### src/lsu_pkg.sv
`default_nettype none

package lsu_pkg;

    // data RAM geometry, word addressed
    localparam int ram_words = 256;
    localparam int ram_aw    = $clog2(ram_words);

    // architectural register file
    localparam int nregs = 32;

    typedef enum logic [3:0] {
        op_lb  = 4'd0,
        op_lbu = 4'd1,
        op_lh  = 4'd2,
        op_lhu = 4'd3,
        op_lw  = 4'd4,
        op_lwl = 4'd5,
        op_lwr = 4'd6,
        op_sb  = 4'd7,
        op_sh  = 4'd8,
        op_sw  = 4'd9
    } mem_op_e;

    // MIPS cause codes, only the address errors are raised here
    typedef enum logic [4:0] {
        exc_none = 5'd0,
        exc_adel = 5'd4,
        exc_ades = 5'd5
    } exc_code_e;

    typedef struct packed {
        mem_op_e     op;
        logic [31:0] base;
        logic [15:0] offset;
        logic [31:0] store_data;
        logic [4:0]  dest;
    } lsu_req_t;

    // addr stage to mem stage
    typedef struct packed {
        mem_op_e     op;
        logic [31:0] addr;
        logic [4:0]  dest;
        logic        exc;
        exc_code_e   exc_code;
    } ms_bus_t;

    // mem stage to writeback, op rides along for the commit record
    typedef struct packed {
        mem_op_e     op;
        logic [4:0]  dest;
        logic [3:0]  gr_we;
        logic [31:0] result;
        logic        exc;
        exc_code_e   exc_code;
        logic [31:0] badvaddr;
    } ws_bus_t;

    typedef struct packed {
        mem_op_e     op;
        logic [4:0]  dest;
        logic [3:0]  gr_we;
        logic [31:0] reg_value;
        logic        exc;
        exc_code_e   exc_code;
        logic [31:0] badvaddr;
    } commit_t;

endpackage

`default_nettype wire

### src/ld_decode.sv
`timescale 1ns/10ps
`default_nettype none

module ld_decode (
    input  lsu_pkg::mem_op_e op,
    input  logic [1:0]       addr_low,
    output logic [3:0]       ld_rshift_op,
    output logic [3:0]       gr_we,
    output logic             adel
);

    logic [1:0] lwl_rot;

    // LWL rotates the word so byte addr_low lands in lane 3
    assign lwl_rot = addr_low + 2'd1;

    // ld_rshift_op is one-hot, bit n means rotate right by n bytes
    always_comb begin
        ld_rshift_op = 4'b0001;
        gr_we        = 4'b1111;
        adel         = 1'b0;
        case (op)
            lsu_pkg::op_lb, lsu_pkg::op_lbu: begin
                ld_rshift_op = 4'b0001 << addr_low;
            end
            lsu_pkg::op_lh, lsu_pkg::op_lhu: begin
                ld_rshift_op = 4'b0001 << addr_low;
                adel         = addr_low[0];
            end
            lsu_pkg::op_lw: begin
                adel = addr_low != 2'b00;
            end
            lsu_pkg::op_lwl: begin
                ld_rshift_op = 4'b0001 << lwl_rot;
                // upper lanes, more of them for higher offsets
                gr_we        = 4'b1111 << (2'd3 - addr_low);
            end
            lsu_pkg::op_lwr: begin
                ld_rshift_op = 4'b0001 << addr_low;
                gr_we        = 4'b1111 >> addr_low;
            end
            default: begin
                // stores write no register
                gr_we = 4'b0000;
            end
        endcase
    end

endmodule

`default_nettype wire

### src/ld_select.sv
`timescale 1ns/10ps
`default_nettype none

module ld_select (
    input  lsu_pkg::mem_op_e op,
    input  logic [3:0]       ld_rshift_op,
    input  logic [31:0]      rdata,
    output logic [31:0]      mem_result
);

    logic [31:0] rot;

    // byte rotate, covers plain shifts and the LWL/LWR placement
    always_comb begin
        case (ld_rshift_op)
            4'b0010: rot = {rdata[7:0], rdata[31:8]};
            4'b0100: rot = {rdata[15:0], rdata[31:16]};
            4'b1000: rot = {rdata[23:0], rdata[31:24]};
            default: rot = rdata;
        endcase
    end

    // extension for the narrow loads
    always_comb begin
        case (op)
            lsu_pkg::op_lb: begin
                mem_result = {{24{rot[7]}}, rot[7:0]};
            end
            lsu_pkg::op_lbu: begin
                mem_result = {24'd0, rot[7:0]};
            end
            lsu_pkg::op_lh: begin
                mem_result = {{16{rot[15]}}, rot[15:0]};
            end
            lsu_pkg::op_lhu: begin
                mem_result = {16'd0, rot[15:0]};
            end
            default: begin
                // LW, LWL, LWR, the byte enables select lanes later
                mem_result = rot;
            end
        endcase
    end

endmodule

`default_nettype wire

### src/mem_stage.sv
`timescale 1ns/10ps
`default_nettype none

module mem_stage (
    input  logic             clk,
    input  logic             reset,
    input  logic             ms_valid_in,
    output logic             ms_allowin,
    input  lsu_pkg::ms_bus_t ms_bus,
    input  logic             data_ok,
    input  logic [31:0]      rdata,
    output logic             resp_ack,
    input  logic             ws_allowin,
    output logic             ws_valid_in,
    output lsu_pkg::ws_bus_t ws_bus
);

    logic             ms_valid;
    lsu_pkg::ms_bus_t ms_bus_r;
    logic             ms_ready_go;
    logic [3:0]       ld_rshift_op;
    logic [3:0]       dec_gr_we;
    logic             adel;
    logic             ms_fault;
    logic [31:0]      mem_result;

    always_ff @(posedge clk) begin
        if (reset) begin
            ms_valid <= 1'b0;
        end else if (ms_allowin) begin
            ms_valid <= ms_valid_in;
        end
        if (ms_valid_in && ms_allowin) begin
            ms_bus_r <= ms_bus;
        end
    end

    ld_decode u_ld_decode (
        .op           (ms_bus_r.op),
        .addr_low     (ms_bus_r.addr[1:0]),
        .ld_rshift_op (ld_rshift_op),
        .gr_we        (dec_gr_we),
        .adel         (adel)
    );

    ld_select u_ld_select (
        .op           (ms_bus_r.op),
        .ld_rshift_op (ld_rshift_op),
        .rdata        (rdata),
        .mem_result   (mem_result)
    );

    // a faulted op never reached the RAM, so it does not wait
    assign ms_fault    = ms_bus_r.exc || adel;
    assign ms_ready_go = ms_fault || data_ok;
    assign ms_allowin  = !ms_valid || (ms_ready_go && ws_allowin);
    assign ws_valid_in = ms_valid && ms_ready_go;

    // releases the held RAM response
    assign resp_ack = ms_valid && !ms_fault && data_ok && ws_allowin;

    always_comb begin
        ws_bus.op     = ms_bus_r.op;
        ws_bus.dest   = ms_bus_r.dest;
        ws_bus.gr_we  = ms_fault ? 4'b0000 : dec_gr_we;
        ws_bus.result = mem_result;
        ws_bus.exc    = ms_fault;
        // store fault from the addr stage wins
        if (ms_bus_r.exc) begin
            ws_bus.exc_code = ms_bus_r.exc_code;
        end else if (adel) begin
            ws_bus.exc_code = lsu_pkg::exc_adel;
        end else begin
            ws_bus.exc_code = lsu_pkg::exc_none;
        end
        ws_bus.badvaddr = ms_bus_r.addr;
    end

endmodule

`default_nettype wire

### config.mk
export PLATFORM = sky130hd
export DESIGN_NAME = mem_stage
export DESIGN_NICKNAME = d
export VERILOG_FILES = /design/src/lsu_pkg.sv /design/src/ld_decode.sv /design/src/ld_select.sv /design/src/mem_stage.sv
export SDC_FILE = /design/constraint.sdc
export NUM_CORES = 1
export LEC_CHECK = 0
export BUFFER_PORTS_ARGS = -buffer_cell sky130_fd_sc_hd__buf_2
export CORE_AREA = 2 2 99 101
export DETAILED_ROUTE_END_ITERATION = 10
export DIE_AREA = 0 0 101 103
export HOLD_SLACK_MARGIN = 0.12
export PLACE_DENSITY = 0.64
export SYNTH_ARGS = -nofsm -noshare
export SYNTH_HDL_FRONTEND = slang
export SYNTH_SLANG_ARGS = --single-unit
### constraint.sdc
create_clock -name clk -period 7.3 [get_ports clk]
set_clock_uncertainty 0.1 [all_clocks]
set_input_delay 1.46 -clock clk [delete_from_list [all_inputs] [get_ports clk]]
set_output_delay 1.46 -clock clk [all_outputs]
set_load 0.01 [all_outputs]
After elaboration in Yosys (flattened, before gate mapping)

Cells that the tools add are included.

Flip-flop bits (word level): 48
Output and inout port bits: 86

Reduce and logical (&&, ||, !) cells: 16
Equality and inequality tests: 9
Shift-type cells: 4
$add $sub $neg: 2
Muxes and demuxes: 8

Operators with widths:

| operator            | count |
|---|---|
| $pmux 32 s4         | 1 |
| $pmux 32 s3         | 1 |
| $eq 4x3->1 const B  | 4 |
| $eq 4x2->1 const B  | 3 |
| $pmux 4 s3          | 1 |
| $reduce_or 5->1     | 2 |
| $pmux 4 s2          | 1 |
| $shl 1x2->4 const A | 2 |
| $logic_and 1x1->1   | 6 |
| $mux 5              | 1 |
| $eq 4x1->1 const B  | 1 |
| $eq 4x4->1 const B  | 1 |
| $logic_not 4->1     | 1 |
| $mux 4              | 1 |
| $shl 4x2->4 const A | 1 |
| $shr 4x2->4 const A | 1 |
| $logic_or 1x1->1    | 3 |
| $mux 3              | 1 |
| $add 2x1->2 const B | 1 |
| $logic_not 1->1     | 2 |
| $pmux 1 s2          | 1 |
| $reduce_bool 2->1   | 1 |
| $reduce_or 2->1     | 1 |
| $sub 2x2->2 const A | 1 |

Logic depth before layout (Yosys ltp)

Word-level depth: 8
Gate-level depth with buffers: 9

By module

From an unflattened synthesis, not the netlist that was laid out.

Cell total of the unflattened synthesis: 293
Area, all modules: 3215.6 um2

By module, submodules not included:

| module    | times used | cells an instance | area each (um2) |
|---|---|---|---|
| mem_stage | 1          | 111               | 1889.3 |
| ld_select | 1          | 142               | 1063.5 |
| ld_decode | 1          | 40                | 262.8 |

Worst setup path before layout

OpenSTA, ideal clock, no wires.

Path kind: input to output
Start: input rdata[7]
End: output ws_bus[56] in the netlist's numbering
Slack: 3.034 ns
Data required time: 5.740 ns
Stages on the path: 7
Data arrival time: 2.706 ns
Path buffers: 1
Cell sequence: nand2_1 -> a21oi_1 -> a311o_1 -> a221o_1 -> a22oi_4 -> buf_6 -> o2111ai_1

RTL lines:

| what            | RTL line        | text |
|---|---|---|
| start, declared | mem_stage.sv:11 | `input logic [31:0] rdata,` |
| end, declared   | mem_stage.sv:15 | `output lsu_pkg::ws_bus_t ws_bus` |

==> reports/metrics.csv <==
metric;value;unit
period_share;0.685;
clockBufferDepth;2;
ys_seq_area_frac;0.445;
grt_pass1_vias;2596;
tightestPinTransition;1270;ps
crit_type;reg2out;
start_util;0.340;
cts_tree;yes;
num_rows;36;
synth-adder-area-share;0.0156;
p_int;0.508;mW
pin_count;170;
design_power_total;0.719;mW
slowest_stage;edfxtp_1;
io_buffer_count;169;
viasPerCell;5.28;
synth_top_family_by_area;compound AO/OA/AOI/OAI gates;
synthDistinctLibCells;48;
dr.pass1.iters;4;
die_x;101;um
ir_drop;244;uV
slew_headroom;0.145;
fmax;200;MHz
diodes;0;
synthFlopType;edfxtp_1;
cts.clk_slew.worst_paths;80;ps
cp-end-kind;primary output;
fin_setup_tns;0;ps
synth_compound_area_frac;0.189;
switchingPower;0.210;mW
crit_fanout;16;
place_congestion;0.885;
clk_latency;300;ps
cellPowerDensity;183;nW/um2
holdBufCountCts;0;
comb_power_share;0.268;
status;completed;
muxShareOfSynthArea;0.0996;
dp_hpwl;6570;um
synth_area_leader_cell;edfxtp_1;
crit_required;5740;ps
ys_seq_elements;48;
grt_pass1_wl;13000;um
async_flop_share;0;
critical_path_arrival;3440;ps
static-leakage-power;1.80;nW
finalSetupViolCount;0;
num_vias;2879;
syn_nets;396;
drt_iter0_drc;103;
yosysMostFrequentCell;edfxtp_1;
core;9460;um2
cts_sinks;48;
synth_edf_count;47;
antenna_found_initial;0;
crit_chain;inv_1 > ha_1 > nor4_1 > o211a_2 > and2_1 > a22oi_1 > o211ai_1 > buf_2;
area_growth;22.5;%
hold_path.class;reg2reg;
period_needed;5000;ps
dieArea;10400;um2
cp-start-kind;register;
ys_top_cells_by_area;edfxtp_1 44%, buf_4 10%, mux2i_1 7.2%, nand2_1 4.9%, o2111ai_1 4.4%;
wl;8730;um
avgSynthCellArea;10.4;um2
gr-usage-all-layers;0.159;
finalNetCount;518;
p_seq_frac;0.464;
cts_setup_buffers;0;
syn_area;3220;um2
drv_slew;0;
switching_share;0.293;
drc;0;
hold_viol;0;
cts_resized;0;
slowest_delay;650;ps
ant_nets;0;
ys_top_cells_by_count;47 x edfxtp_1, 44 x buf_4, 42 x nand2_1;
yosys_warnings;0;
wl_per_cell;16.0;um
netlist.area_leader.share;0.439;
drv_cap;0;
htreeDepth;2;
die_h;103;um
cts_made_buffers;5;
grt-ovfl-total;0;
p_clk_frac;0.268;
rsz0062_at_grt;no;
syn_inst;308;
grt_max_degree;48;
synthXorXnorAreaFrac;0.00506;
drive_gt1_frac;0.455;
yosys.area_share.simple;0.115;
cts-root-buf;clkbuf_8;
## final cells by class
type                            instances  area (um2)
Clock buffer                            5        68.8
Clock inverter                          3        46.3
Fill cell                             942        5520
Inverter                                6        22.5
Multi-Input combinational cell        198        1370
Sequential cell                        48        1430
Tap cell                              114         143
Timing Repair Buffer                  171         861
## cell usage in the layout, fill, tap and decap left out, types with 2 or more instances in the layout
cell type and count:
edfxtp_1 47, nor4_1 2, mux2i_1 23, o2111ai_1 16, buf_2 169, a211oi_1 2
a221oi_1 9, buf_4 2, nand2_1 42, nor2b_1 2, inv_1 6, ha_1 4
a22oi_1 8, nor3_1 3, o21ai_0 16, o31ai_1 7, nand3_1 2, mux2_2 5
nor2_1 14, and2_1 5, clkbuf_8 5, o21a_1 3, a21oi_1 9, mux2_1 3
and3_1 2
## power groups by stage
stage          clock [mW]  sequential, mW  combinational [mW]
3_3_place_gp            0           0.339               0.189
4_1_cts             0.200           0.334               0.193
5_1_grt             0.210           0.336               0.211
2_1_floorplan           0           0.334               0.130
6_report            0.193           0.333               0.192
3_5_place_dp            0           0.340               0.192
## routing by layer
layer / GRT usage / vias to the layer above / routed length, um
met3: 0.0542 / 12 / 950
met4: 0.0613 / 0 / 167
met5: 0 / - / 0
met1: 0.197 / 1315 / 3580
li1: - / 1368 / -
met2: 0.259 / 184 / 4030
## final timing paths
check                   startpoint               endpoint  slack [ps]  depth (start not counted)
max            ws_bus[0]$_DFFE_PP_             ws_bus[62]        2300                          8
min          ms_valid$_SDFFE_PP0N_  ms_valid$_SDFFE_PP0N_         440                          2
max reg2reg    ws_bus[0]$_DFFE_PP_   ws_bus[78]$_DFFE_PP_        3630                          8
min reg2reg  ms_valid$_SDFFE_PP0N_  ms_valid$_SDFFE_PP0N_         440                          2
## cell families after synthesis
family / after synthesis
fa+ha+maj: 4
simple gates: 81
xor+xnor: 1
flops: 48
mux: 31
buf+inv: 62
compound gates: 81
## registers in the layout, indices dropped and copies added, names as in the netlist
name / flops
ws_bus: 41
ms_valid: 1
ms_bus_r: 6
## worst max-delay path, delay by kind of cell (launching register included)
family	cells	cell delay, ps
adders and majority gates	1	400
and+or+nand+nor	2	910
buffers and inverters	2	420
AOI/OAI and AO/OA	3	750
DFF	1	650
## per-stage QoR
step	setup slack (ps)	std cells	area, um2	hold WS, ps	utilization
final	2300	545	3940	441	0.416
after global routing	2060	545	3940	476	0.416
after CTS	2320	545	3940	446	0.416
after detailed placement	2510	537	3820	434	0.404
after global placement	2510	537	3820	419	0.404
after floorplan	3030	308	3220	395	-
Power figures use the tool's default switching activity.
