==> src/lsu_pkg.sv <==
`default_nettype none

package lsu_pkg;

    // data RAM geometry, word addressed
    localparam int ram_words = 256;
    localparam int ram_aw    = $clog2(ram_words);

    // architectural register file
    localparam int nregs = 32;

    typedef enum logic [3:0] {
        op_lb  = 4'd0,
        op_lbu = 4'd1,
        op_lh  = 4'd2,
        op_lhu = 4'd3,
        op_lw  = 4'd4,
        op_lwl = 4'd5,
        op_lwr = 4'd6,
        op_sb  = 4'd7,
        op_sh  = 4'd8,
        op_sw  = 4'd9
    } mem_op_e;

    // MIPS cause codes, only the address errors are raised here
    typedef enum logic [4:0] {
        exc_none = 5'd0,
        exc_adel = 5'd4,
        exc_ades = 5'd5
    } exc_code_e;

    typedef struct packed {
        mem_op_e     op;
        logic [31:0] base;
        logic [15:0] offset;
        logic [31:0] store_data;
        logic [4:0]  dest;
    } lsu_req_t;

    // addr stage to mem stage
    typedef struct packed {
        mem_op_e     op;
        logic [31:0] addr;
        logic [4:0]  dest;
        logic        exc;
        exc_code_e   exc_code;
    } ms_bus_t;

    // mem stage to writeback, op rides along for the commit record
    typedef struct packed {
        mem_op_e     op;
        logic [4:0]  dest;
        logic [3:0]  gr_we;
        logic [31:0] result;
        logic        exc;
        exc_code_e   exc_code;
        logic [31:0] badvaddr;
    } ws_bus_t;

    typedef struct packed {
        mem_op_e     op;
        logic [4:0]  dest;
        logic [3:0]  gr_we;
        logic [31:0] reg_value;
        logic        exc;
        exc_code_e   exc_code;
        logic [31:0] badvaddr;
    } commit_t;

endpackage

`default_nettype wire

==> src/wb_stage.sv <==
`timescale 1ns/10ps
`default_nettype none

module wb_stage (
    input  logic             clk,
    input  logic             reset,
    input  logic             ws_valid_in,
    output logic             ws_allowin,
    input  lsu_pkg::ws_bus_t ws_bus,
    output logic             commit_valid,
    input  logic             commit_ready,
    output lsu_pkg::commit_t commit
);

    logic [31:0] regs [lsu_pkg::nregs];
    logic [31:0] old_value;
    logic [31:0] merged;
    logic        accept;

    assign ws_allowin = !commit_valid || commit_ready;
    assign accept     = ws_valid_in && ws_allowin;

    // byte-enable merge into the current register value
    assign old_value = regs[ws_bus.dest];

    always_comb begin
        for (int b = 0; b < 4; b++) begin
            merged[8*b +: 8] = ws_bus.gr_we[b] ? ws_bus.result[8*b +: 8] : old_value[8*b +: 8];
        end
    end

    // r0 is never written
    always_ff @(posedge clk) begin
        if (reset) begin
            for (int i = 0; i < lsu_pkg::nregs; i++) begin
                regs[i] <= 32'd0;
            end
        end else if (accept && ws_bus.dest != 5'd0) begin
            regs[ws_bus.dest] <= merged;
        end
    end

    always_ff @(posedge clk) begin
        if (reset) begin
            commit_valid <= 1'b0;
        end else if (ws_allowin) begin
            commit_valid <= ws_valid_in;
        end
        if (accept) begin
            commit.op        <= ws_bus.op;
            commit.dest      <= ws_bus.dest;
            commit.gr_we     <= ws_bus.gr_we;
            commit.reg_value <= (ws_bus.dest == 5'd0) ? 32'd0 : merged;
            commit.exc       <= ws_bus.exc;
            commit.exc_code  <= ws_bus.exc_code;
            commit.badvaddr  <= ws_bus.badvaddr;
        end
    end

endmodule

`default_nettype wire

==> config.mk <==
export PLATFORM = sky130hd
export DESIGN_NAME = wb_stage
export DESIGN_NICKNAME = d
export VERILOG_FILES = /design/src/lsu_pkg.sv /design/src/wb_stage.sv
export SDC_FILE = /design/constraint.sdc
export NUM_CORES = 1
export LEC_CHECK = 0
export ABC_AREA = 0
export BUFFER_PORTS_ARGS = -buffer_cell sky130_fd_sc_hd__buf_2
export CORE_ASPECT_RATIO = 1.2
export CORE_MARGIN = 4
export CORE_UTILIZATION = 25
export CTS_BUF_LIST = sky130_fd_sc_hd__clkbuf_4
export DETAILED_ROUTE_END_ITERATION = 6
export PLACE_DENSITY_LB_ADDON = 0.1
export SLEW_MARGIN = 20
export SYNTH_ARGS = -nofsm -noshare
export SYNTH_HDL_FRONTEND = slang
export SYNTH_SLANG_ARGS = --single-unit
==> constraint.sdc <==
create_clock -name clk -period 5.55 [get_ports clk]
set_input_delay 0.8325 -clock clk [delete_from_list [all_inputs] [get_ports clk]]
set_output_delay 0.8325 -clock clk [all_outputs]
set_load 0.005 [all_outputs]
; ---- Word-level counts from Yosys, hierarchy flattened
; Memory sizes are Yosys's and may differ from the RTL's.
; Index checks and enable logic that the tools add are counted.
[word_totals]
register_bits = 84
mem_bits_rw = 1024
output_inout_bits = 85
memories = 1
[classes]
n_mux = 12
n_reduce_logical = 7
[memory_table]
columns = name, words, word_bits, read_ports, rd_clocked_by_memory_dff, write_ports, line
row1 = regs, 32, 32, 1, 0, 32, wb_stage.sv:15  ; logic [31:0] regs [lsu_pkg::nregs];
[ops]
columns = cell, n
row1 = $mux 32, 1
row2 = $mux 8, 4
row3 = $reduce_or 32->1, 1
row4 = $mux 1, 6
row5 = $logic_not 5->1, 1
row6 = $mux 5, 1
row7 = $reduce_bool 5->1, 1
row8 = $logic_and 1x1->1, 2
row9 = $logic_not 1->1, 1
row10 = $logic_or 1x1->1, 1

; ---- Longest topological paths before layout
[depth]
depth_word = 9
mapped_depth = 11
depth_no_buf = 5

; ---- Least setup slack after synthesis
; Ideal clock, no wire load.
[synth_timing]
path_kind = input-to-reg
start = in ws_bus[74] (netlist name)
end = mem regs[24][0], enable pin
setup_time_ps = 394
t_arrival_ps = 3059
required_time_ps = 5156
path_slack_ps = 2097
path_stages = 8
path_cell_list = buf_6 -> buf_6 -> buf_4 -> buf_2 -> nor4b_2 -> nor3b_2 -> nand2_1 -> nand2b_1
[synth_lines]
columns = element, line
row1 = from (decl), wb_stage.sv:9  ; input lsu_pkg::ws_bus_t ws_bus,
row2 = to (decl), wb_stage.sv:15

==> run_results.csv <==
group,metric,value,unit
placed_design,port-buffer-count,171,
yosys,async_flop_share,0,%
clock_tree,cts.reportedPaths.clkPinSlew,0.07,ns
timing,final_clock_period_utilization_by_the_worst_path,68.5,%
timing,min_period,3.80,ns
clock_tree,tritoncts_clock_tree,"done",
timing,report.final.slew_viol_count,0,
clock_tree,tritoncts.num_buffers,320,
global_route,grt_start_max_net_pins,64,
clock_tree,cts-htree-levels,5,
finish,cell_count_final_fillers_out,6594,
critical_path,critPathArrivalTime,4.81,ns
floorplanning,die_x,410,µm
timing,worst_clock_skew,0.0918,ns
critical_path,cp-endpoint,"regs[29][15]",
floorplanning,die_area,0.201,mm²
timing,hold_viol_final,0,
timing,finalSetupViolations,0,
timing,setup-tns-final,0,ns
routing,dr.first_iter.drc_count,2799,
floorplanning,core_region_area,0.192,mm²
critical_path,timing.critical_path.from_type,"input port",
pwr,leakage,20.8,nW
critical_path,worst_r2r_startpoint,"commit_valid",
critical_path,rr_worst_depth,7,
pwr,power.share.combinational,10.3,%
pwr,sw_power,5.08,mW
yosys,synth.cell_area,0.0486,mm²
timing,tightest_slew,1.10,ns
critical_path,setup.worst_path.end_class,"flop",
critical_path,crit_start,"ws_bus[74]",
routing,remaining_drc_errors,0,
pwr,p_seq_share,50.5,%
yosys,synthesis.area_per_instance,14.4,µm²
pwr,power_density,330,mW/mm²
critical_path,critical_path_peak_fanout,38,
finish,syn_to_final_growth,19.1,%
global_route,antenna_violations_before_repair,12,
yosys,synth_enable_flop_cells,1107,
timing,grt_setup_unrepaired,"false",
routing,finalWirelength,215000,µm
timing,max_freq,263,MHz
routing,detailroute.via_count,33200,
placed_design,numPlacedInstances,6007,
global_route,gr-usage-all-layers,21.0,%
routing,via_per_inst,5.04,
floorplanning,rows,176,
yosys,seq_total_area_yosys,68.5,%
pwr,power.clock.fraction,39.2,%
clock_tree,cts-root-to-sink-buffers,4,
yosys,synth_top_flop_cell,"sky130_fd_sc_hd__edfxtp_1",
yosys,ys_types,66,
timing,slew-limit-headroom,26.4,%
critical_path,required,6.56,ns
placed_design,place.detailed.hpwl,124000,µm
pwr,sw_frac_of_total,26.6,%
finish,final_layout_size_suffix_gt1_share,31.1,%
finish,nNetsFinal,3895,
floorplanning,die_h,491,µm
clock_tree,cts_sinks,1108,
clock_tree,clk_root_buffer_cell,"sky130_fd_sc_hd__clkbuf_4",
critical_path,setup_slack_reg_to_reg,2.48,ns
pwr,cell_internal_pwr,14.0,mW
routing,route.detailed.wl_per_inst,32.6,µm
routing,detailedRoute.firstPassIterationCount,5,
routing,remaining_antenna_violation_count,0,
yosys,synthCells,3372,
critical_path,rr_endpoint,"regs[10][19]",
floorplanning,ioPinCount,172,
global_route,total_grt_overflow,0,
global_route,grt_pass1_vias,34500,
global_route,first_pass_grt_wire_length,293000,µm
floorplanning,starting_utilization_of_the_core_area,25.2,%
clock_tree,worst_skew_pair.late_latency,1.33,ns
outcome,outcome,"finished clean",
worst_hold_path,hold_path.class,"input port to flop",
placed_design,finalWeightedCongestion,0.775,
yosys,ys_seq_elements,1108,
timing,finalHoldWorstSlack,0.141,ns
pwr,vdd_drop_max,205,µV
job,cap_viol_max_count,0,
yosys,synth-warning-count,0,
critical_path,worst-setup-path-type,"input port to flop",
## how the worst min path moves through the flow
| stage | startpoint | end | slack, ns | cells past startpoint |
|---|---|---|---|---|
| 2_1_floorplan | commit_valid | commit_valid | 0.56 | 2 |
| 3_3_place_gp | commit_valid | commit_valid | 0.57 | 2 |
| 3_5_place_dp | commit_valid | commit_valid | 0.58 | 2 |
| 4_1_cts | ws_bus[50] | commit[50] | 0.0003 | 4 |
| 5_1_grt | ws_bus[47] | regs[17][9] | 0.04 | 3 |
| 6_report | ws_bus[47] | regs[3][9] | 0.14 | 3 |
## flip-flops by register name, summed over array words and instances, names as in the netlist
signal        cells
commit           83
regs           1024
commit_valid      1
## layer usage
metal	up-vias	GRT usage [%]	routed length (µm)
li1	14100	-	-
met5	-	0	0
met4	0	7.38	7520
met2	1322	36.1	107000
met1	17500	26.6	87900
met3	361	3.58	12300
## cells in the mapped netlist (all sizes together) (5+ instances only)
cell type  number  area [µm²]
a2111oi         6        52.6
a211oi         16         120
a22o           18         158
a22oi          21         158
and3            9        56.3
buf           190        1100
clkbuf        204         766
edfxtp       1107       33200
mux2           97        1090
mux2i         144        1440
mux4          131        2980
nand2          49         184
nand2b         40         250
nor2          294        1110
nor2b          27         169
nor3          790        4000
nor3b          10        80.1
nor4           15         106
o211ai         10        75.1
o21ai          10        50.1
o21bai          8        97.6
o221ai          5        43.8
o22ai         106         669
o311a           5        50.1
o31ai           6        45.0
or4             7        52.6
## metrics by stage
stage	utilization, %	power (mW)	worst slack (ns)	area [µm²]
finish	30.1	19.1	1.75	57800
global route	30.1	19.9	1.65	57800
CTS	30.0	19.4	1.86	57800
detailed placement	27.8	11.8	1.01	53500
global placement	27.8	11.8	0.893	53500
floorplan	-	10.8	2.10	48700
## cell usage in the layout, fill, tap and decap left out, types with 5 or more instances in the layout
| cell type | instances |
|---|---|
| sky130_fd_sc_hd__a211oi_1 | 16 |
| sky130_fd_sc_hd__a22o_1 | 18 |
| sky130_fd_sc_hd__a22oi_1 | 21 |
| sky130_fd_sc_hd__and3_1 | 9 |
| sky130_fd_sc_hd__buf_12 | 27 |
| sky130_fd_sc_hd__buf_2 | 168 |
| sky130_fd_sc_hd__buf_4 | 219 |
| sky130_fd_sc_hd__clkbuf_4 | 473 |
| sky130_fd_sc_hd__clkinv_1 | 34 |
| sky130_fd_sc_hd__conb_1 | 32 |
| sky130_fd_sc_hd__diode_2 | 10 |
| sky130_fd_sc_hd__dlygate4sd3_1 | 60 |
| sky130_fd_sc_hd__edfxtp_1 | 1107 |
| sky130_fd_sc_hd__inv_2 | 6 |
| sky130_fd_sc_hd__mux2_2 | 97 |
| sky130_fd_sc_hd__mux2i_1 | 144 |
| sky130_fd_sc_hd__mux4_1 | 7 |
| sky130_fd_sc_hd__mux4_2 | 124 |
| sky130_fd_sc_hd__nand2_1 | 20 |
| sky130_fd_sc_hd__nand2_2 | 29 |
| sky130_fd_sc_hd__nand2b_1 | 9 |
| sky130_fd_sc_hd__nand2b_2 | 31 |
| sky130_fd_sc_hd__nor2_1 | 279 |
| sky130_fd_sc_hd__nor2_2 | 15 |
| sky130_fd_sc_hd__nor2b_1 | 15 |
| sky130_fd_sc_hd__nor2b_2 | 11 |
| sky130_fd_sc_hd__nor3_1 | 780 |
| sky130_fd_sc_hd__nor3_4 | 9 |
| sky130_fd_sc_hd__nor3b_1 | 5 |
| sky130_fd_sc_hd__nor3b_2 | 5 |
| sky130_fd_sc_hd__nor4_1 | 13 |
| sky130_fd_sc_hd__o211ai_1 | 10 |
| sky130_fd_sc_hd__o21ai_0 | 10 |
| sky130_fd_sc_hd__o221ai_1 | 5 |
| sky130_fd_sc_hd__o22ai_1 | 105 |
| sky130_fd_sc_hd__o311a_1 | 5 |
| sky130_fd_sc_hd__o31ai_1 | 6 |
| sky130_fd_sc_hd__or4_1 | 7 |
## timing repair
item | CTS | global route
buffers inserted | 0 | 0
endpoints found under the setup margin | 0 | 0
endpoints found under the hold margin | 112 | 0
resized for setup | 0 | 0
hold buffers | 60 | 0
## kinds of logic (layout without fill, tap and decap cells)
kind of cell / Yosys count / in the layout / share of synthesized area [%]
other: 1 / 42 / 0.00772
buffers and inverters: 398 / 998 / 3.87
and+or+nand+nor: 1270 / 1270 / 12.9
muxes: 372 / 372 / 11.3
AOI/OAI and AO/OA: 223 / 223 / 3.41
DFF: 1108 / 1108 / 68.5
## power groups by stage
stage | combinational [mW] | sequential, mW | clock (mW)
after floorplan | 1.01 | 9.79 | 0
after global placement | 1.96 | 9.81 | 0
after detailed placement | 1.96 | 9.82 | 0
after CTS | 1.99 | 9.63 | 7.76
after global routing | 2.07 | 9.66 | 8.20
final | 1.97 | 9.63 | 7.48
## layout make-up
| cell class | instances | area (µm²) |
|---|---|---|
| clock buffer | 473 | 3550 |
| multi-input combinational | 1897 | 13900 |
| fill | 19600 | 135000 |
| inverter | 4 | 15.0 |
| clock inverter | 44 | 195 |
| timing repair buffer | 477 | 3670 |
| tap | 2581 | 3230 |
| antenna | 10 | 25.0 |
| sequential | 1108 | 33300 |
## worst max-delay path: stages
cell                            delay (ns)
sky130_fd_sc_hd__dlygate4sd3_1        0.56
sky130_fd_sc_hd__buf_8                0.41
sky130_fd_sc_hd__buf_4                0.39
sky130_fd_sc_hd__buf_4                0.42
sky130_fd_sc_hd__mux4_2               0.56
sky130_fd_sc_hd__a22o_1               0.27
sky130_fd_sc_hd__nor4_4               0.80
sky130_fd_sc_hd__buf_4                0.36
sky130_fd_sc_hd__nor3_1               0.09
(Power assumes the default switching activity.)
