===== src/lsu_pkg.sv =====
`default_nettype none

package lsu_pkg;

    // data RAM geometry, word addressed
    localparam int ram_words = 256;
    localparam int ram_aw    = $clog2(ram_words);

    // architectural register file
    localparam int nregs = 32;

    typedef enum logic [3:0] {
        op_lb  = 4'd0,
        op_lbu = 4'd1,
        op_lh  = 4'd2,
        op_lhu = 4'd3,
        op_lw  = 4'd4,
        op_lwl = 4'd5,
        op_lwr = 4'd6,
        op_sb  = 4'd7,
        op_sh  = 4'd8,
        op_sw  = 4'd9
    } mem_op_e;

    // MIPS cause codes, only the address errors are raised here
    typedef enum logic [4:0] {
        exc_none = 5'd0,
        exc_adel = 5'd4,
        exc_ades = 5'd5
    } exc_code_e;

    typedef struct packed {
        mem_op_e     op;
        logic [31:0] base;
        logic [15:0] offset;
        logic [31:0] store_data;
        logic [4:0]  dest;
    } lsu_req_t;

    // addr stage to mem stage
    typedef struct packed {
        mem_op_e     op;
        logic [31:0] addr;
        logic [4:0]  dest;
        logic        exc;
        exc_code_e   exc_code;
    } ms_bus_t;

    // mem stage to writeback, op rides along for the commit record
    typedef struct packed {
        mem_op_e     op;
        logic [4:0]  dest;
        logic [3:0]  gr_we;
        logic [31:0] result;
        logic        exc;
        exc_code_e   exc_code;
        logic [31:0] badvaddr;
    } ws_bus_t;

    typedef struct packed {
        mem_op_e     op;
        logic [4:0]  dest;
        logic [3:0]  gr_we;
        logic [31:0] reg_value;
        logic        exc;
        exc_code_e   exc_code;
        logic [31:0] badvaddr;
    } commit_t;

endpackage

`default_nettype wire


===== src/addr_stage.sv =====
`timescale 1ns/10ps
`default_nettype none

module addr_stage (
    input  logic                       clk,
    input  logic                       reset,
    input  logic                       in_valid,
    output logic                       in_ready,
    input  lsu_pkg::lsu_req_t          in_req,
    input  logic                       ms_allowin,
    output logic                       ms_valid_in,
    output lsu_pkg::ms_bus_t           ms_bus,
    output logic                       req_valid,
    output logic                       req_we,
    output logic [3:0]                 req_wstrb,
    output logic [lsu_pkg::ram_aw-1:0] req_index,
    output logic [31:0]                req_wdata
);

    logic              as_valid;
    lsu_pkg::lsu_req_t req_r;
    logic [31:0]       addr;
    logic              is_store;
    logic              misaligned;
    logic              ades;

    // one-cycle stage, ready-go is always true
    assign in_ready    = !as_valid || ms_allowin;
    assign ms_valid_in = as_valid;

    always_ff @(posedge clk) begin
        if (reset) begin
            as_valid <= 1'b0;
        end else if (in_ready) begin
            as_valid <= in_valid;
        end
        if (in_valid && in_ready) begin
            req_r <= in_req;
        end
    end

    // base plus sign-extended offset
    assign addr = req_r.base + {{16{req_r.offset[15]}}, req_r.offset};

    assign is_store = req_r.op inside {lsu_pkg::op_sb, lsu_pkg::op_sh, lsu_pkg::op_sw};

    always_comb begin
        case (req_r.op)
            lsu_pkg::op_lh, lsu_pkg::op_lhu, lsu_pkg::op_sh: misaligned = addr[0];
            lsu_pkg::op_lw, lsu_pkg::op_sw:                  misaligned = addr[1:0] != 2'b00;
            default:                                         misaligned = 1'b0;
        endcase
    end

    // load misalignment is reported by the mem stage, stores fault here
    assign ades = is_store && misaligned;

    always_comb begin
        ms_bus.op       = req_r.op;
        ms_bus.addr     = addr;
        ms_bus.dest     = req_r.dest;
        ms_bus.exc      = ades;
        ms_bus.exc_code = ades ? lsu_pkg::exc_ades : lsu_pkg::exc_none;
    end

    // store lanes, data replicated so the strobes pick the right bytes
    always_comb begin
        req_wstrb = 4'b0000;
        req_wdata = req_r.store_data;
        case (req_r.op)
            lsu_pkg::op_sb: begin
                req_wstrb = 4'b0001 << addr[1:0];
                req_wdata = {4{req_r.store_data[7:0]}};
            end
            lsu_pkg::op_sh: begin
                req_wstrb = 4'b0011 << {addr[1], 1'b0};
                req_wdata = {2{req_r.store_data[15:0]}};
            end
            lsu_pkg::op_sw: begin
                req_wstrb = 4'b1111;
            end
            default: begin
                req_wstrb = 4'b0000;
            end
        endcase
    end

    // request goes out on the edge the op enters the mem stage
    assign req_valid = as_valid && ms_allowin && !misaligned;
    assign req_we    = is_store;
    assign req_index = addr[lsu_pkg::ram_aw+1:2];

endmodule

`default_nettype wire


===== config.mk =====
export PLATFORM = sky130hd
export DESIGN_NAME = addr_stage
export DESIGN_NICKNAME = d
export VERILOG_FILES = /design/src/lsu_pkg.sv /design/src/addr_stage.sv
export SDC_FILE = /design/constraint.sdc
export NUM_CORES = 1
export LEC_CHECK = 0
export ABC_CLOCK_PERIOD_IN_PS = 3900
export CAP_MARGIN = 0
export CORE_MARGIN = 1.5
export CORE_UTILIZATION = 64
export CTS_CLUSTER_SIZE = 24
export DETAILED_ROUTE_END_ITERATION = 8
export DONT_BUFFER_PORTS = 1
export GPL_ROUTABILITY_DRIVEN = 0
export PLACE_DENSITY = 0.87
export SLEW_MARGIN = 25
export SYNTH_ARGS = -nofsm -noshare
export SYNTH_HDL_FRONTEND = slang
export SYNTH_SLANG_ARGS = --single-unit

===== constraint.sdc =====
create_clock -name clk -period 3.9 [get_ports clk]
set_input_delay 0.78 -clock clk [delete_from_list [all_inputs] [get_ports clk]]
set_output_delay 0.78 -clock clk [all_outputs]
set_load 0.005 [all_outputs]

[Word-level counts from Yosys, hierarchy flattened]
Index checks and enable logic that the tools add are counted.
Widths: inputs -> output; s select.
Storage, ports and cells
  flip-flop bits (word level): 90
  latch bits: 0
  memory bits (writable): 0
  memory bits (read-only): 0
  output and inout bits: 95
  logic and storage cells: 30
  memories kept: 0
Operators by class
  $add $sub $neg: 1
  multiply operators: 0
  divide/modulo/power cells: 0
  magnitude comparators: 0
  equality and inequality tests: 6
  shift operators: 2
  mux-type cells: 4
  bitwise operators: 0
  reduce and logical (&&, ||, !) cells: 11
Operators by type and width (count)
  $pmux 32 s2: 1
  $add 32x32->32: 1
  $pmux 4 s3: 1
  $eq 4x2->1 const B: 2
  $eq 4x3->1 const B: 2
  $eq 4x4->1 const B: 2
  $logic_and 1x1->1: 4
  $shl 1x2->4 const A: 1
  $shl 2x2->4 const A: 1
  $mux 3: 1
  $reduce_bool 3->1: 1
  $reduce_or 3->1: 1
  $logic_not 1->1: 2
  $pmux 1 s2: 1
  $reduce_bool 2->1: 1
  $reduce_or 2->1: 1
  $logic_or 1x1->1: 1

[Logic depth before layout (Yosys ltp)]
Gate-level depths: netlist (run 1).
  depth in word-level cells: 5
  mapped depth: 10
  depth with buffers taken out: 10

[Worst setup path after synthesis (run 1)]
Ideal clock, no wire load.
  path kind: input -> register
  start point: input port ms_allowin
  end point: register req_r, in the netlist ms_bus[10] (enable)
  data arrival time: 3.014 ns
  slack: 0.429 ns
  stages on the path: 2
  path buffers: 0
  path through: nand2b_1 -> and2_1
On the way
  word-level cells in the longest chain between the ends: 2
RTL lines
  start: declaration: line addr_stage.sv:10  | input logic ms_allowin,
  $logic_or 1x1->1: line addr_stage.sv:28  | assign in_ready = !as_valid || ms_allowin;
  $logic_and 1x1->1: line addr_stage.sv:37  | if (in_valid && in_ready) begin
  end signal: assignment: line addr_stage.sv:38  | req_r <= in_req;
  end: declaration: line addr_stage.sv:21  | lsu_pkg::lsu_req_t req_r;
Every way passes these cells.
A chain may end at the register's enable or synchronous reset.

==> flow_summary.ini, run 1 <==
[outcome]
status = finished, final reports clean

[routing]
routed_wl_um = 10100
dr.pass1.iters = 4
wl_per_cell_um = 19.6
ant_nets = 0
vias_per_cell = 6.26
first_iter_violations = 191
drc = 0
vias = 3213

[power]
power_uw = 2230
ir_drop_mv = 0.398
powerDensity_nw_per_um2 = 426
p_leak_uw = 0.00193

[global_route]
grt_pass1_wl_um = 15300
grt_antenna_before_repair = 1
grt_use_total_pct = 23.3
globalRouteOverflowTotal = 0
grt_pass1_vias = 3061
grt_max_degree = 90

[timing]
hold_viol = 0
setup_viol = 0
timing.final.crit_share_pct = 93.8
rsz0062_at_grt = false
worst_pin_slew_ns = 0.800
skew_ns = 0.0123
slew_headroom_pct = 45.9
fin_crit_ns = 3.66
drv_slew = 0
tns_ns = 0
fmaxAchievable_ghz = 0.273

[floorplan]
die_w_um = 93.0
io_pins = 188
rows = 32
die_area_um2 = 8650
core_area_um2 = 7770
initial_utilization_pct = 66.8
die_height_um = 93.0

[clocking]
cts_tree = built
post_cts_buffers = 0
cts-hold-fix-buffers = 0
insertion_delay_ns = 0.34
clock-root-buffer = clkbuf_8
clock_sinks = 90
h-tree-depth = 3
post_cts_resize_count = 0
clk_pin_slew_worst_paths_ns = 0.09
cts_made_buffers = 9
clk_path_buf_depth = 2

[critical_path]
cp-startpoint = req_r[37]
r2r-start = ms_valid_in
worstSetupPathType = reg2out
worstPathArrival_ns = 2.88
critPathLaunchType = register
crit_path_end_kind = primary output
crit_fanout = 3
required_ns = 3.12

[synthesis]
synth_ff_type = edfxtp_1
ys_top_cells_by_area = edfxtp_1 (52%), ha_1 (7.5%), buf_4 (4.5%), xnor2_1 (3.9%), mux2_2 (3.5%)
yosys.area.top_type = edfxtp_1
ys_seq_area_share_pct = 51.9
synth_common_cells = edfxtp_1 (89), nand2_1 (39), buf_4 (31), ha_1 (31), a21oi_1 (28)
synth_top_area_share_pct = 51.5
avgSynthCellArea_um2 = 11.9
async_flop_share_pct = 0
synth.most_common_cell = edfxtp_1
syn_area_um2 = 5180
synth_edf_count = 89
synth-seq-cells = 90
synth_cells = 434
yosysWarningCount = 0
synth.distinct_cells = 66

[layout]
drive_above_1_share_pct = 12.9
syn_to_final_growth_pct = 0.917
nets = 530

[place]
post-dp-hpwl_um = 7790
numPortBuffers = 0

[min_path]
hold_start = reset
hold_path.class = in2reg

[run]
maxCapViolCount = 0
[logic make-up after synthesis]
logic type / synth area share (%)
AO/OA/AOI/OAI: 14.8
XOR/XNOR: 4.90
adder cells (fa/ha/maj): 7.87
buffers and inverters: 7.00
flip-flops: 51.9
multiplexers: 3.47
other: 0.0723
AND/OR/NAND/NOR: 9.99
[registers in the layout (all words and copies together), names as in the netlist]
register / count
ms_valid_in: 1
req_r: 80
ms_bus: 9
[metrics by stage]
stage	setup slack (ns)	instance area [um^2]	cells	hold slack [ns]	utilization [%]
global placement	0.664	5000	495	0.597	64.4
detailed placement	0.618	5000	495	0.599	64.4
global route	0.0494	5230	513	0.482	67.4
finish	0.240	5230	513	0.503	67.4
floorplan	0.429	5190	436	0.536	-
CTS	0.224	5200	511	0.483	67.0
[cells in the final DEF (no fill, tap or decap), drive strengths merged, types with 2 or more instances in the layout]
cell type and n:
edfxtp 89, nand2 39, ha 31, a21oi 30, xnor2 23, nor2 21
o21ai 20, mux2 16, a21o 13, inv 11, nand3 10, a22oi 9
clkbuf 9, nand4 8, nand2b 7, a31oi 6, xor2 6, o21a 4
and3 4, o21bai 3, o31a 3, conb 3, o31ai 3, or2 2
and4 2, a221oi 2, o211ai 2, o22ai 2, a21boi 2, clkinvlp 2
a41oi 2, o22a 2, a211oi 2, clkinv 2, buf 2
[layer usage]
metal  global-route usage (%)  vias up  wire length (um)
li1                         -     1545                 -
met1                     28.4     1522              3970
met2                     39.3      134              5210
met3                     6.67       12               729
met4                     8.59        0               158
met5                        0        -                 0
[critical path, cell delays in order, from the launching register on]
cell       delay (ns)
edfxtp_1         0.34
ha_1             0.16
inv_1            0.05
fa_1             0.40
nor2b_1          0.17
o211ai_1         0.20
o2111ai_2        0.27
a41oi_2          0.19
o21a_1           0.24
o31a_1           0.29
a211oi_2         0.23
[final timing paths]
| check | end | slack, ns | cells after the start |
|---|---|---|---|
| max | ms_bus[37] | 0.24 | 10 |
| min | ms_valid_in | 0.50 | 1 |
| max reg2reg | req_r[68] | 2.27 | 3 |
| min reg2reg | ms_valid_in | 0.61 | 2 |
[where the power goes]
group,total (uW),leakage (uW),switching (uW),internal (uW)
Clock,625,0.0000939,325,300
Sequential,1160,0.000869,32.1,1130
Combinational,443,0.000964,274,169
[final cells by class]
class / count / area [um^2]
inverter: 9 / 33.8
tap: 102 / 128
antenna: 1 / 2.50
multi-input combinational: 293 / 2140
clock inverter: 7 / 75.1
clock buffer: 9 / 124
fill: 582 / 2530
sequential: 90 / 2690
timing repair buffer: 2 / 35.0
Power figures use the tool's default switching activity.
==> run 2: changes to the inputs <==
--- a/config.mk
+++ b/config.mk
@@ -5,7 +5,7 @@
 export SDC_FILE = /design/constraint.sdc
 export NUM_CORES = 1
 export LEC_CHECK = 0
-export ABC_CLOCK_PERIOD_IN_PS = 3900
+export ABC_CLOCK_PERIOD_IN_PS = 3700
 export CAP_MARGIN = 0
 export CORE_MARGIN = 1.5
 export CORE_UTILIZATION = 64
==> constraint.sdc (replaced) <==
create_clock -name clk -period 3.7 [get_ports clk]
set_input_delay 0.74 -clock clk [delete_from_list [all_inputs] [get_ports clk]]
set_output_delay 0.74 -clock clk [all_outputs]
set_load 0.005 [all_outputs]
==> run 2 against run 1 <==
Compared with the run above: critical path type unchanged; non-clock buffer count increased by 3; critical endpoint unchanged; register-to-register slack got worse by 0.24 ns; critical path depth unchanged; clock-buffer cell count unchanged.
==> flow_summary.ini, run 2 (same netlist as run 1, synthesis figures left out) <==
[outcome]
status = finished, final reports clean

[floorplan]
die_w_um = 93.0
die_area_um2 = 8650
initial_utilization_pct = 66.8
die_height_um = 93.0
core_area_um2 = 7770
rows = 32
io_pins = 188

[critical_path]
required_ns = 2.96
critPathLaunchType = register
critPathMaxStageDelay_ns = 0.42
crit_fanout = 3
path_cells = ha_1, inv_1, fa_1, nor2b_2, o211ai_1, o2111ai_2, a41oi_2, o21a_1, o31a_1, a211oi_2
crit_path_end_kind = primary output
path_delay_family = compound AO/OA/AOI/OAI gates
r2r-start = ms_valid_in
cp_slowest_cell = fa_1
cp-startpoint = req_r[37]
worstPathArrival_ns = 2.88
regToRegSetupSlack_ns = 2.03
worstSetupPathType = reg2out
timing.critical_path.buf_inv = 1

[power]
power.internal_uw = 1760
powerDensity_nw_per_um2 = 457
p_leak_uw = 0.00196
p_sw_uw = 661
clkPwrFrac_pct = 30.0
p_seq_share_pct = 50.6
ir_drop_mv = 0.571
p_sw_share_pct = 27.3
combPwrFrac_pct = 19.5

[place]
numPortBuffers = 0
dp_cells = 496
post-dp-hpwl_um = 7750

[layout]
drive_above_1_share_pct = 14.3
nFillCells = 579
largest_register = req_r
syn_to_final_growth_pct = 2.03
layout_commonest_cell = edfxtp_1
nets = 533
final_cell_mix = edfxtp_1 (89), nand2_1 (39), ha_1 (31)
final_cells = 516
largest_reg_flops = 80

[clocking]
clk_pin_slew_worst_paths_ns = 0.09
clock_sinks = 90
clk_path_buf_depth = 2
cts_tree = built
cts_made_buffers = 9
clock-root-buffer = clkbuf_8
h-tree-depth = 3
insertion_delay_ns = 0.34

[routing]
vias_per_cell = 6.31
vias = 3258
wl_per_cell_um = 19.4
dr.pass1.iters = 4
ant_nets = 0
drc = 0
routed_wl_um = 10000
first_iter_violations = 154

[global_route]
grt_antenna_before_repair = 1
grt_max_degree = 90
grt_pass1_wl_um = 15200
grt_use_total_pct = 23.0
grt_pass1_vias = 3034
globalRouteOverflowTotal = 0

[timing]
whs_ns = 0.454
setup_viol = 0
skew_ns = 0.00785
fin_crit_ns = 3.62
hold_viol = 0
drv_slew = 0
slew_headroom_pct = 53.1
worst_pin_slew_ns = 0.703
timing.final.crit_share_pct = 97.7
rsz0062_at_grt = true
tns_ns = 0
fmaxAchievable_ghz = 0.277

[run]
maxCapViolCount = 0

[min_path]
hold_start = reset
hold_path.class = in2reg
run 2: cell count changes in the layout (fill, tap and decap cells not counted):
cell	previous run	this run
clkinv_1	1	0
buf_16	1	0
clkinvlp_4	2	1
bufinv_16	1	2
nor2b_1	1	0
clkinv_2	0	1
o21ai_2	1	2
buf_4	1	3
nor2b_2	0	1
o21ai_1	2	1
buf_12	0	2
run 2: what timing repair did:
action	4_1_cts	5_1_grt
endpoints found under the setup margin	0	8
gates resized for setup	0	2
hold buffers	0	0
buffers inserted	0	2
run 2: worst reg2reg max path: stages (launching register included):
cell      delay (ns)
dfxtp_1         0.35
nand2b_1        0.16
and2_4          0.50
buf_12          0.33
run 2: metal layers:
| metal | vias to the layer above | share of wire, % | GRT usage (%) |
|---|---|---|---|
| li1 | 1558 | - | - |
| met1 | 1519 | 39 | 28.3 |
| met2 | 163 | 51 | 38.4 |
| met3 | 18 | 7.9 | 6.34 |
| met4 | 0 | 2.0 | 9.09 |
| met5 | - | 0 | 0 |
run 2: stage by stage:
stage / instance area, um^2 / power (uW) / util, % / setup slack (ns)
global route: 5290 / 2520 / 68.1 / -0.0595
detailed placement: 5010 / 1710 / 64.5 / 0.457
finish: 5290 / 2420 / 68.1 / 0.0840
floorplan: 5190 / 1670 / - / 0.269
CTS: 5230 / 2420 / 67.4 / 0.0769
global placement: 5010 / 1690 / 64.5 / 0.505
run 2: layout make-up:
class | instances | area [um^2] | area share, %
Clock inverter | 7 | 98.8 | 1.87
Timing Repair Buffer | 5 | 62.6 | 1.18
Antenna cell | 1 | 2.50 | 0.0473
Tap cell | 102 | 128 | 2.41
Multi-Input combinational cell | 293 | 2150 | 40.6
Inverter | 9 | 33.8 | 0.639
Clock buffer | 9 | 124 | 2.34
Sequential cell | 90 | 2690 | 50.9
run 2: power by group through the flow:
stage | Sequential (uW) | Clock, uW | Combinational (uW)
after floorplan | 1240 | 0 | 433
after CTS | 1230 | 735 | 459
after global routing | 1230 | 774 | 519
after global placement | 1250 | 0 | 446
after detailed placement | 1250 | 0 | 457
final | 1220 | 725 | 471
run 2: final timing paths:
path | end | depth (start not counted)
setup / recovery | ms_bus[37] | 10
hold / removal | ms_valid_in | 1
setup reg to reg | req_r[72] | 3
hold reg to reg | ms_valid_in | 2
==> run 3: changes to the inputs <==
--- a/config.mk
+++ b/config.mk
@@ -8,12 +8,12 @@
 export ABC_CLOCK_PERIOD_IN_PS = 3700
 export CAP_MARGIN = 0
 export CORE_MARGIN = 1.5
-export CORE_UTILIZATION = 64
+export CORE_UTILIZATION = 45
 export CTS_CLUSTER_SIZE = 24
 export DETAILED_ROUTE_END_ITERATION = 8
 export DONT_BUFFER_PORTS = 1
 export GPL_ROUTABILITY_DRIVEN = 0
-export PLACE_DENSITY = 0.87
+export PLACE_DENSITY = 0.67
 export SLEW_MARGIN = 25
 export SYNTH_ARGS = -nofsm -noshare
 export SYNTH_HDL_FRONTEND = slang
==> run 3 against run 2 <==
Compared with the run above: non-clock buffer count grew 3; critical path depth is the same; critical path type unchanged; register-to-register slack is essentially flat; clock-buffer cell count grew 1; worst setup slack gained 0.11 ns; highest routed layer is now met5; worst hold slack gained 0.017 ns; sequential power is essentially flat; total power grew 5.0%; die area grew 41%; combinational power grew 1%; critical endpoint unchanged; design area grew 2.5%; via count shrank 1.5%.
==> flow_summary.ini, run 3 (same netlist as run 1, synthesis figures left out) <==
[timing]
setup_viol = 0
timing.final.crit_share_pct = 94.7
fin_crit_ns = 3.50
hold_viol = 0
slew_headroom_pct = 52.1
drv_slew = 0
skew_ns = 0.00581
worst_pin_slew_ns = 0.718
tns_ns = 0
fin_ws_ns = 0.197
rsz0062_at_grt = false
fmaxAchievable_ghz = 0.285

[routing]
wl_per_cell_um = 18.6
ant_nets = 0
routed_wl_um = 10400
vias = 3210
dr.pass1.iters = 4
first_iter_violations = 167
drc = 0
vias_per_cell = 5.73

[floorplan]
die_area_um2 = 12200
initial_utilization_pct = 45.8
core_area_um2 = 11300
io_pins = 188
die_w_um = 110
die_height_um = 110
rows = 39

[min_path]
hold_start = reset
hold_path.class = in2reg

[clocking]
clk_path_buf_depth = 2
cts_tree = built
cts_made_buffers = 9
clock-root-buffer = clkbuf_16
h-tree-depth = 3
insertion_delay_ns = 0.33
clk_pin_slew_worst_paths_ns = 0.06
clock_sinks = 90

[critical_path]
worstSetupPathType = reg2out
cp-startpoint = req_r[37]
worstPathArrival_ns = 2.76
r2r-start = ms_valid_in
crit_path_end_kind = primary output
crit_fanout = 2
critPathLaunchType = register
required_ns = 2.96

[layout]
nets = 536
largest_register = req_r
syn_to_final_growth_pct = 4.58
final_cell_mix = edfxtp_1 (89), nand2_1 (39), ha_1 (31)
layout_commonest_cell = edfxtp_1
largest_reg_flops = 80
drive_above_1_share_pct = 14.9

[global_route]
grt_antenna_before_repair = 3
grt_use_total_pct = 17.0
grt_pass1_vias = 3032
grt_pass1_wl_um = 15400
grt_max_degree = 90
globalRouteOverflowTotal = 0

[place]
place_ws_ns = 0.387
numPortBuffers = 0
post-dp-hpwl_um = 8060

[power]
ir_drop_mv = 0.279
p_leak_uw = 0.00199
powerDensity_nw_per_um2 = 468

[outcome]
status = finished, final reports clean

[run]
maxCapViolCount = 0
[run 3: what timing repair did]
action                                  CTS  global route
pin swaps                                 3             3
buffers inserted                          2             1
endpoints found under the setup margin    1             7
resized for setup                         0             3
hold buffers                              0             0
[run 3: metrics by stage]
step	cells	utilization, %	hold slack, ns	total power, uW	instance area [um^2]
3_5_place_dp	539	44.8	0.591	1710	5080
2_1_floorplan	436	-	0.536	1670	5190
4_1_cts	557	47.4	0.454	2560	5370
5_1_grt	560	47.9	0.464	2670	5420
3_3_place_gp	539	44.8	0.579	1710	5070
6_report	560	47.9	0.472	2540	5420
[run 3: layout make-up]
| cell class | count | area [um^2] |
|---|---|---|
| Antenna cell | 1 | 2.50 |
| Clock buffer | 10 | 229 |
| Clock inverter | 6 | 50.0 |
| Fill cell | 990 | 5900 |
| Inverter | 9 | 33.8 |
| Multi-Input combinational cell | 293 | 2150 |
| Sequential cell | 90 | 2690 |
| Tap cell | 143 | 179 |
| Timing Repair Buffer | 8 | 85.1 |
[run 3: metal layers]
metal	track usage, %	share of wire (%)
met2	28.6	51
met3	6.06	8.4
met4	7.69	1.5
met5	0	0.23
met1	19.3	39
[run 3: worst paths after layout]
path / endpoint / slack, ns / depth (start not counted)
setup / recovery: ms_bus[37] / 0.20 / 10
hold / removal: ms_valid_in / 0.47 / 1
setup reg to reg: req_r[78] / 2.02 / 3
hold reg to reg: ms_valid_in / 0.60 / 2
[run 3: worst max-delay path: stages (launching register included)]
cell and delay, ns:
edfxtp_1 0.34, ha_1 0.17, inv_1 0.06, fa_2 0.37, nor2b_2 0.14, o211ai_1 0.16
o2111ai_2 0.26, a41oi_2 0.18, o21a_1 0.23, o31a_1 0.29, a211oi_2 0.24
[run 3: power by group]
group,switching (uW),internal [uW],total [uW]
clock network,378,462,840
registers,29.0,1190,1220
logic,292,186,478
total,699,1840,2540
